[src/hdl/plic_pkg.sv]
package plic_pkg;

    // sizes
    localparam int num_sources = 16;
    localparam int id_width    = 4;   // clog2 of num_sources
    localparam int addr_width  = 12;
    localparam int data_width  = 32;
    localparam int pri_width   = 8;   // one byte of priority per source

    // address map, byte addresses
    localparam logic [addr_width-1:0] addr_int_en   = 12'h000;
    localparam logic [addr_width-1:0] addr_int_pri  = 12'h100; // 16 bytes, 4 words
    localparam logic [addr_width-1:0] addr_claim_id = 12'h200;
    localparam logic [addr_width-1:0] addr_mvec     = 12'h204;
    localparam logic [addr_width-1:0] addr_marg     = 12'h208;
    localparam logic [addr_width-1:0] addr_vectable = 12'h400; // one word per source
    localparam logic [addr_width-1:0] addr_objtable = 12'h800; // one word per source

    // low address bits covered by a block, used in range decode
    localparam int pri_span_lsb = id_width;     // 16 priority bytes
    localparam int tbl_span_lsb = id_width + 2; // 16 table words

    // bus data word, seen whole or as four priority bytes
    typedef union packed {
        logic [data_width-1:0]   raw;
        logic [3:0][pri_width-1:0] pri; // byte 0 in the low bits
    } plic_word_u;

    // one write into the vector or object table
    typedef struct packed {
        logic                  en;
        logic                  sel;   // 0 vector, 1 object
        logic [id_width-1:0]   index;
        logic [data_width-1:0] data;
    } plic_tbl_wr_t;

    // current arbitration result
    typedef struct packed {
        logic                valid;
        logic [id_width-1:0] id;
    } plic_claim_t;

endpackage

[src/hdl/plic_csr.sv]
`timescale 1ns/1ps

module plic_csr (
    input  logic                                   clk,
    input  logic                                   rst_n,

    // write port
    input  logic [plic_pkg::addr_width-1:0]        waddr,
    input  logic [plic_pkg::data_width-1:0]        wdata,
    input  logic [3:0]                             wstrb,
    input  logic                                   wen,

    // read port
    input  logic [plic_pkg::addr_width-1:0]        raddr,
    output logic [plic_pkg::data_width-1:0]        rdata,

    // to the arbiter
    output logic [plic_pkg::num_sources-1:0]       int_en,
    output logic [plic_pkg::num_sources-1:0][plic_pkg::pri_width-1:0] int_pri,
    input  plic_pkg::plic_claim_t                  claim,

    // table side
    output plic_pkg::plic_tbl_wr_t                 tbl_wr,
    output logic                                   tbl_rd_sel,
    output logic [plic_pkg::id_width-1:0]          tbl_rd_index,
    input  logic [plic_pkg::data_width-1:0]        tbl_rdata,
    input  logic [plic_pkg::data_width-1:0]        mvec,
    input  logic [plic_pkg::data_width-1:0]        marg
);

    import plic_pkg::*;

    plic_word_u wr_word;
    plic_word_u rd_word;

    logic en_wr_hit;
    logic pri_wr_hit;
    logic vec_wr_hit;
    logic obj_wr_hit;

    logic en_rd_hit;
    logic pri_rd_hit;
    logic vec_rd_hit;
    logic obj_rd_hit;

    assign wr_word = wdata;

    // write decode
    assign en_wr_hit  = (waddr == addr_int_en);
    assign pri_wr_hit = (waddr[addr_width-1:pri_span_lsb] ==
                         addr_int_pri[addr_width-1:pri_span_lsb]);
    assign vec_wr_hit = (waddr[addr_width-1:tbl_span_lsb] ==
                         addr_vectable[addr_width-1:tbl_span_lsb]);
    assign obj_wr_hit = (waddr[addr_width-1:tbl_span_lsb] ==
                         addr_objtable[addr_width-1:tbl_span_lsb]);

    // read decode
    assign en_rd_hit  = (raddr == addr_int_en);
    assign pri_rd_hit = (raddr[addr_width-1:pri_span_lsb] ==
                         addr_int_pri[addr_width-1:pri_span_lsb]);
    assign vec_rd_hit = (raddr[addr_width-1:tbl_span_lsb] ==
                         addr_vectable[addr_width-1:tbl_span_lsb]);
    assign obj_rd_hit = (raddr[addr_width-1:tbl_span_lsb] ==
                         addr_objtable[addr_width-1:tbl_span_lsb]);

    // enable and priority registers
    always_ff @(posedge clk or negedge rst_n) begin
        if (!rst_n) begin
            int_en  <= '0;
            int_pri <= '0;
        end else if (wen) begin
            if (en_wr_hit) begin
                for (int b = 0; b < num_sources / 8; b++) begin
                    if (wstrb[b])
                        int_en[b*8 +: 8] <= wr_word.raw[b*8 +: 8];
                end
            end else if (pri_wr_hit) begin
                // word index from waddr[3:2], byte lane from the strobe
                for (int b = 0; b < 4; b++) begin
                    if (wstrb[b])
                        int_pri[{waddr[3:2], 2'(b)}] <= wr_word.pri[b];
                end
            end
        end
    end

    // table writes go straight to the table block
    always_comb begin
        tbl_wr.en    = wen && (vec_wr_hit || obj_wr_hit);
        tbl_wr.sel   = obj_wr_hit;
        tbl_wr.index = waddr[tbl_span_lsb-1:2];
        tbl_wr.data  = wdata;
    end

    assign tbl_rd_sel   = obj_rd_hit;
    assign tbl_rd_index = raddr[tbl_span_lsb-1:2];

    // enable and priority read word
    always_comb begin
        rd_word = '0;
        if (pri_rd_hit) begin
            for (int b = 0; b < 4; b++)
                rd_word.pri[b] = int_pri[{raddr[3:2], 2'(b)}];
        end else if (en_rd_hit) begin
            rd_word.raw[num_sources-1:0] = int_en;
        end
    end

    // read mux, unmapped reads return zero
    always_comb begin
        rdata = '0;
        if (en_rd_hit || pri_rd_hit)
            rdata = rd_word.raw;
        else if (raddr == addr_claim_id)
            rdata = {{(data_width-id_width){1'b0}}, claim.id};
        else if (raddr == addr_mvec)
            rdata = mvec;
        else if (raddr == addr_marg)
            rdata = marg;
        else if (vec_rd_hit || obj_rd_hit)
            rdata = tbl_rdata;   // sel already picks the table
    end

endmodule

[src/hdl/plic_priority_arbiter.sv]
`timescale 1ns/1ps

module plic_priority_arbiter (
    input  logic                                   clk,
    input  logic                                   rst_n,
    input  logic [plic_pkg::num_sources-1:0]       irq_sources,
    input  logic [plic_pkg::num_sources-1:0]       int_en,
    input  logic [plic_pkg::num_sources-1:0][plic_pkg::pri_width-1:0] int_pri,
    output plic_pkg::plic_claim_t                  claim
);

    import plic_pkg::*;

    // one contender in the compare tree
    typedef struct packed {
        logic                 valid;
        logic [pri_width-1:0] pri;
        logic [id_width-1:0]  id;
    } cand_t;

    logic [num_sources-1:0] masked_q;   // stage 0
    cand_t [3:0]            grp_d;
    cand_t [3:0]            grp_q;      // stage 1, four groups of four
    cand_t                  final_d;
    cand_t                  final_q;    // stage 2

    // a is always the lower id, so it keeps ties
    function automatic cand_t pick(input cand_t a, input cand_t b);
        if (b.valid && (!a.valid || (b.pri > a.pri)))
            return b;
        return a;
    endfunction

    // group stage, priorities sampled here
    always_comb begin
        cand_t c;
        for (int g = 0; g < 4; g++) begin
            grp_d[g] = '0;
            for (int k = 0; k < 4; k++) begin
                c.valid = masked_q[g*4 + k];
                c.pri   = int_pri[g*4 + k];
                c.id    = id_width'(g*4 + k);
                if (k == 0)
                    grp_d[g] = c;
                else
                    grp_d[g] = pick(grp_d[g], c);
            end
        end
    end

    // final stage over the four group winners
    always_comb begin
        final_d = grp_q[0];
        for (int g = 1; g < 4; g++)
            final_d = pick(final_d, grp_q[g]);
    end

    always_ff @(posedge clk or negedge rst_n) begin
        if (!rst_n) begin
            masked_q <= '0;
            grp_q    <= '0;
            final_q  <= '0;
            claim    <= '0;
        end else begin
            masked_q    <= irq_sources & int_en;
            grp_q       <= grp_d;
            final_q     <= final_d;
            claim.valid <= final_q.valid;
            claim.id    <= final_q.id;  // id 0 when nothing pending
        end
    end

endmodule

[src/hdl/plic_vector_table.sv]
`timescale 1ns/1ps

module plic_vector_table (
    input  logic                             clk,
    input  logic                             rst_n,

    // bus side
    input  plic_pkg::plic_tbl_wr_t           tbl_wr,
    input  logic                             tbl_rd_sel,
    input  logic [plic_pkg::id_width-1:0]    tbl_rd_index,
    output logic [plic_pkg::data_width-1:0]  tbl_rdata,

    // claim capture
    input  plic_pkg::plic_claim_t            claim,
    output logic [plic_pkg::data_width-1:0]  mvec,
    output logic [plic_pkg::data_width-1:0]  marg
);

    import plic_pkg::*;

    logic [data_width-1:0] vec_tbl [num_sources];  // entry addresses
    logic [data_width-1:0] obj_tbl [num_sources];  // object arguments

    // table writes, both tables clear on reset
    always_ff @(posedge clk or negedge rst_n) begin
        if (!rst_n) begin
            for (int i = 0; i < num_sources; i++) begin
                vec_tbl[i] <= '0;
                obj_tbl[i] <= '0;
            end
        end else if (tbl_wr.en) begin
            if (tbl_wr.sel)
                obj_tbl[tbl_wr.index] <= tbl_wr.data;
            else
                vec_tbl[tbl_wr.index] <= tbl_wr.data;
        end
    end

    // bus read port
    assign tbl_rdata = tbl_rd_sel ? obj_tbl[tbl_rd_index] : vec_tbl[tbl_rd_index];

    // MVEC / MARG follow the winner while a claim is up, hold otherwise
    always_ff @(posedge clk or negedge rst_n) begin
        if (!rst_n) begin
            mvec <= '0;
            marg <= '0;
        end else if (claim.valid) begin
            mvec <= vec_tbl[claim.id];
            marg <= obj_tbl[claim.id];
        end
    end

endmodule

[src/hdl/plic.sv]
`timescale 1ns/1ps

module plic (
    input  logic                                clk,
    input  logic                                rst_n,

    // write port
    input  logic [plic_pkg::addr_width-1:0]     waddr,
    input  logic [plic_pkg::data_width-1:0]     wdata,
    input  logic [3:0]                          wstrb,
    input  logic                                wen,

    // read port
    input  logic [plic_pkg::addr_width-1:0]     raddr,
    output logic [plic_pkg::data_width-1:0]     rdata,

    input  logic [plic_pkg::num_sources-1:0]    irq_sources,
    output logic                                irq_valid
);

    import plic_pkg::*;

    logic [num_sources-1:0]                int_en;
    logic [num_sources-1:0][pri_width-1:0] int_pri;
    plic_claim_t                           claim;
    plic_tbl_wr_t                          tbl_wr;
    logic                                  tbl_rd_sel;
    logic [id_width-1:0]                   tbl_rd_index;
    logic [data_width-1:0]                 tbl_rdata;
    logic [data_width-1:0]                 mvec;
    logic [data_width-1:0]                 marg;

    plic_csr u_csr (
        .clk          (clk),
        .rst_n        (rst_n),
        .waddr        (waddr),
        .wdata        (wdata),
        .wstrb        (wstrb),
        .wen          (wen),
        .raddr        (raddr),
        .rdata        (rdata),
        .int_en       (int_en),
        .int_pri      (int_pri),
        .claim        (claim),
        .tbl_wr       (tbl_wr),
        .tbl_rd_sel   (tbl_rd_sel),
        .tbl_rd_index (tbl_rd_index),
        .tbl_rdata    (tbl_rdata),
        .mvec         (mvec),
        .marg         (marg)
    );

    plic_priority_arbiter u_arbiter (
        .clk          (clk),
        .rst_n        (rst_n),
        .irq_sources  (irq_sources),
        .int_en       (int_en),
        .int_pri      (int_pri),
        .claim        (claim)
    );

    plic_vector_table u_vector_table (
        .clk          (clk),
        .rst_n        (rst_n),
        .tbl_wr       (tbl_wr),
        .tbl_rd_sel   (tbl_rd_sel),
        .tbl_rd_index (tbl_rd_index),
        .tbl_rdata    (tbl_rdata),
        .claim        (claim),
        .mvec         (mvec),
        .marg         (marg)
    );

    assign irq_valid = claim.valid;

endmodule

[config.mk]
export PLATFORM = sky130hd
export DESIGN_NAME = plic
export DESIGN_NICKNAME = d
export VERILOG_FILES = /design/src/hdl/plic_pkg.sv /design/src/hdl/plic_csr.sv /design/src/hdl/plic_priority_arbiter.sv /design/src/hdl/plic_vector_table.sv /design/src/hdl/plic.sv
export SDC_FILE = /design/constraint.sdc
export NUM_CORES = 2
export LEC_CHECK = 0
export BUFFER_PORTS_ARGS = -buffer_cell sky130_fd_sc_hd__buf_2
export CAP_MARGIN = 20
export CORE_ASPECT_RATIO = 0.7
export CORE_MARGIN = 8
export CORE_UTILIZATION = 60
export CTS_CLUSTER_DIAMETER = 120
export DETAILED_ROUTE_END_ITERATION = 6
export HOLD_SLACK_MARGIN = 0.05
export PLACE_DENSITY = 0.82
export SYNTH_ARGS = -nofsm -noshare
export SYNTH_HDL_FRONTEND = slang
export SYNTH_SLANG_ARGS = --single-unit
[constraint.sdc]
create_clock -name clk -period 7.2 [get_ports clk]
set_clock_uncertainty 0.1 [all_clocks]
set_input_delay 1.44 -clock clk [delete_from_list [all_inputs] [get_ports clk]]
set_output_delay 1.44 -clock clk [all_outputs]
set_load 0.02 [all_outputs]
# Word-level counts from Yosys, hierarchy flattened
# Index checks and enable logic that the tools add are counted.
dict set report totals {
  reg_bits 1310
  inputBits 79
  word_cells 279
}
dict set report op_classes {
  order_cmp 31
  n_eq_ne 9
  n_mux 103
  n_bitwise 6
  reduce_logical 61
}
# op n
set op_table {}
lappend op_table {{$mux W128} 13}
lappend op_table {{$bwmux W512} 2}
lappend op_table {{$bmux W32 S4} 4}
lappend op_table {{$bwmux W128} 4}
lappend op_table {{$mux W32} 15}
lappend op_table {{$mux W13} 30}
lappend op_table {{$demux W32 S4} 1}
lappend op_table {{$gt A8 B8 Y1} 15}
lappend op_table {{$bmux W8 S2} 4}
lappend op_table {{$demux W8 S2} 4}
lappend op_table {{$mux W8} 8}
lappend op_table {{$mux W16} 3}
lappend op_table {{$lt A4 B5 Y1 const B} 8}
lappend op_table {{$eq A12 B10 Y1 const B} 3}
lappend op_table {{$logic_not A12 Y1} 2}
lappend op_table {{$logic_and A1 B1 Y1} 21}
lappend op_table {{$logic_or A1 B1 Y1} 18}
lappend op_table {{$and A16 B16 Y16} 1}
lappend op_table {{$eq A8 B5 Y1 const B} 2}
lappend op_table {{$ge A4 B1 Y1 const B} 4}
lappend op_table {{$ge A5 B5 Y1 const B} 3}
lappend op_table {{$logic_not A1 Y1} 15}
lappend op_table {{$mux W1} 15}
lappend op_table {{$not A4 Y5} 3}
lappend op_table {{other kinds (6)} 12}

# Depth between registers and ports, before layout
dict set report depth {
  depth_word 21
  ltp_mapped 23
  mapped_depth_nobuf 21
}

# Cells and area by module
# Synthesis repeated with hierarchy kept, for this count alone.
dict set report unflattened {
  cells_unflattened 4880
  hier_area_um2 70293.7
}
# module n_inst cells_each area_per_inst_um2 seq_area_each_um2
set by_module_without_submodules {}
lappend by_module_without_submodules {plic_vector_table 1 3490 55361.8 27226.1}
lappend by_module_without_submodules {plic_csr 1 684 8341.8 3603.5}
lappend by_module_without_submodules {plic_priority_arbiter 1 706 6590.1 1776.7}

# Worst setup path after synthesis
# Ideal clock, no wire load.
dict set report synth_timing {
  kind {register to register}
  startpoint {register u_csr.int_pri[34] (netlist bit)}
  endpoint {register u_arbiter.grp_q[17] (netlist bit)}
  setup_time_ps 125
  t_arrival_ps 4973
  required_ps 6975
  path_slack_ps 2003
  stages_incl_launch_ff 22
  n_path_buf 1
  synth_period_minus_slack_ps 5197
  path_cell_list {dfrtp_1 inv_1 ha_1 a21oi_1 o221ai_1 a221oi_1 o21ai_0 and2_1 ha_1 and4_1 o41ai_2 a21o_1 buf_2 a31oi_1 inv_1 ha_1 nor2b_1 o211ai_1 a21oi_1 o32a_1 o21ai_2 mux2_2}
}
# item line
set synth_rtl {}
lappend synth_rtl {{start: declaration} plic_csr.sv:19} ;# output logic [plic_pkg::num_sources-1:0][plic_pkg::pri_width-1:0] int_pri,
lappend synth_rtl {{start signal: indexed assignment} plic_csr.sv:81} ;# int_pri[{waddr[3:2], 2'(b)}] <= wr_word.pri[b];
lappend synth_rtl {{end signal: assignment} plic_priority_arbiter.sv:66} ;# grp_q <= grp_d;
lappend synth_rtl {{end: declaration} plic_priority_arbiter.sv:23} ;# cand_t [3:0] grp_q;

==> metrics.txt <==
outcome=finished, violations left; failing checks=design-rule violations; Post-synth ARST share=between 90% and 100%; Synth Flop Type=dfrtp_1; setup violators final=0; row count=roughly 110; IO Pins=112; maximum VDD drop=0.000221 V; CTS Buf Count=approximately 120; Vias/cell=between 7 and 8; HPWL Detailed=around 140 mm; antenna violations before repair=14; Tightest Pin Transition=1.20 ns; total gr overflow=0; Post-Syn Nets=around 4900; DR iter-0 viols=6897; commonest non-fill, non-tap cells in the layout=1298 x dfrtp_1, 1276 x mux2_2, 618 x mux4_2; fin crit share=91.5%; min-delay worst type=reg2reg; synth warn=0; setup TNS=0 ns; GPL Wtd Cong=0.982; Synth cell types=72; TritonCTS clock tree=built; crit-path max FO=10; Startpoint Class=flop; fraction of layout cells with a size suffix above 1=about half; placed cell area=~72000 um^2; hold_buf cts=0; FMAX=roughly 0.15 GHz; drt wl/cell=between 30 and 40 um; Mapped Area=approximately 71000 um^2; Global Route Usage Sum=34.6%; WP data required=7.73 ns; initial core utilization=60.4%; DRC=2; PostCTS Resize Cnt=0; crit path DAT=about 7.1 ns; vias in the first global route=between 40000 and 50000; Reg clk slew, reported paths=~0.070 ns; Die Ht=between 300 and 400 um; H-Tree Level Count=3; Root Buffer=clkbuf_16; max-capacitance violation count=0; core area=roughly 120000 um^2; antenna-violating nets left=0; static leakage=between 30 and 40 nW; Die W=approximately 430 um; top post-synthesis cells by area=dfrtp_1 46%, mux2_2 20%, mux4_2 20%, ha_1 2.1%, mux2i_1 1.9%; mean post-synth cell area=15.0 um^2; clock tree sinks=1303; number of buffers added on ports=~110; number of synthesized flops with an enable pin=0; fin. max-slew vios=0; die area=around 130000 um^2; nets@finish=~4800; first-pass GRT wire length=roughly 330 mm; crit path time final=around 6.6 ns; Hold WS=between 0.2 and 0.3 ns; Hold Violations, Final=0; CTS max path bufs=3; unrepaired setup endpoints after global routing=no; most common cell after layout, fill and taps aside=dfrtp_1; Seq/Total Area, Yosys=a little under half; share of the synthesized area in the top cell type=46.2%; design area=~77000 um^2; vias=roughly 46000; Post-CTS Setup Inserts=0; largest net degree at the start of global routing=~170; register bit total from synthesis=1303; Relative slew margins=between 10% and 20%; CP Capture Type=flop; Synth Instances=4716; area leader, netlist=dfrtp_1; Layout fillers=approximately 8000; P&R area growth vs syn=8.41%; drt pass-1 iters=7; Clk Latency, worst-skew pair=approximately 0.76 ns; critical setup path kind=reg2reg; final wirelength=223 mm; power density cells=roughly 200 nW/um^2
[flip-flops by register name, indices dropped and copies added (netlist names)]
signal and cells:
u_vector_table.obj_tbl 512, u_vector_table.vec_tbl 512, u_csr.int_pri 128, u_arbiter.grp_q 45, u_vector_table.marg 32, u_vector_table.mvec 32, u_arbiter.masked_q 16, u_csr.int_en 16
u_arbiter.claim 5, u_arbiter.final_q 5
[report_power, final]
part	total, mW	leakage (nW)	internal (mW)	switching (mW)
Combinational	0.880	15.5	0.314	0.565
Clock	6.97	2.07	3.95	3.01
Sequential	7.50	18.1	7.41	0.0826
[cell usage after synthesis, drive strengths merged (3+ instances only)]
cell	count
dfrtp	1303
mux2	1277
mux4	618
buf	255
clkbuf	179
nand2	135
mux2i	131
ha	120
inv	104
nor2	76
a21oi	60
nand3	60
o21ai	49
and2	33
nor2b	28
a21o	27
a211oi	26
nand4	24
a31oi	18
o22ai	17
nor3	15
o211ai	15
a222oi	14
nand2b	13
a221oi	11
o221ai	11
nor4	10
and3	9
a22oi	7
o21a	7
o31ai	7
o31a	6
o32a	5
o2111ai	4
or3	4
a211o	3
a311oi	3
and4	3
o211a	3
[final timing paths]
kind / endpoint / cells after the start / from / slack [ns]
min in group asynchronous: u_vector_table.vec_tbl[475]$_DFFE_PN0P_ / 1 / rst_n / 0.53
worst max-delay path: u_arbiter.grp_q[11]$_DFF_PN0_ / 20 / u_csr.int_pri[6]$_DFFE_PN0P_ / 0.61
worst max register to register: u_arbiter.grp_q[11]$_DFF_PN0_ / 20 / u_csr.int_pri[6]$_DFFE_PN0P_ / 0.61
max in group asynchronous: u_vector_table.obj_tbl[143]$_DFFE_PN0P_ / 2 / rst_n / 4.85
worst min-delay path: u_arbiter.claim[4]$_DFF_PN0_ / 0 / u_arbiter.final_q[12]$_DFF_PN0_ / 0.25
worst min register to register: u_arbiter.claim[4]$_DFF_PN0_ / 0 / u_arbiter.final_q[12]$_DFF_PN0_ / 0.25
[cell families (layout without fill, tap and decap cells)]
| logic type | count (synthesis) | after routing | share of synthesized area [%] |
|---|---|---|---|
| simple gates | 418 | 418 | 3.10 |
| other cells | 1 | 13 | 0.00531 |
| fa+ha+maj | 120 | 120 | 2.13 |
| mux | 2026 | 2026 | 41.9 |
| compound gates | 308 | 308 | 3.07 |
| xor+xnor | 1 | 1 | 0.0124 |
| flops | 1303 | 1303 | 46.2 |
| buf+inv | 539 | 542 | 3.60 |
[area by class of cell]
type / count / area [um^2] / area share [%]
diodes: 12 / 30.0 / 0.0392
clock buffers: 161 / 3420 / 4.46
clock inverters: 60 / 843 / 1.10
inverters: 105 / 394 / 0.515
multi-input cells: 2874 / 35700 / 46.6
flip-flops and latches: 1303 / 32600 / 42.6
well taps: 1551 / 1940 / 2.53
repair buffers: 216 / 1650 / 2.15
[stage by stage]
stage / util (%) / setup slack (ns) / total power [mW] / instances
after floorplan: - / 2.00 / 8.11 / 4716
after global placement: 61.8 / 0.950 / 8.47 / 6047
after detailed placement: 61.8 / 0.799 / 8.50 / 6049
after CTS: 65.5 / 0.770 / 15.4 / 6270
after global routing: 65.5 / 0.306 / 15.7 / 6275
final: 65.5 / 0.614 / 15.3 / 6282
[layer usage]
| layer | GRT usage, % | part of all wire [%] | wire, um | vias to the layer above |
|---|---|---|---|---|
| met2 | 48.6 | 43 | 95400 | 3137 |
| met1 | 49.0 | 39 | 86500 | 24534 |
| met5 | 0 | 0 | 0 | - |
| li1 | - | - | - | 17968 |
| met3 | 11.7 | 13 | 29000 | 655 |
| met4 | 15.7 | 5.3 | 11900 | 0 |
[critical path, stage by stage, from the launching register on]
cell,delay (ns)
dfrtp_1,0.51
inv_1,0.08
ha_1,0.32
nand3_1,0.17
nor2_1,0.09
a221oi_1,0.81
o21ai_0,0.34
and2_1,0.26
ha_1,0.31
and4_1,0.22
o41ai_2,0.76
a21o_1,0.38
a31oi_1,0.21
inv_1,0.10
ha_1,0.24
nor2b_1,0.14
o211ai_1,0.16
a21oi_1,0.09
o32a_1,0.34
o21ai_2,0.42
mux2_2,0.40
No activity file was read; power rests on OpenSTA's default activity.
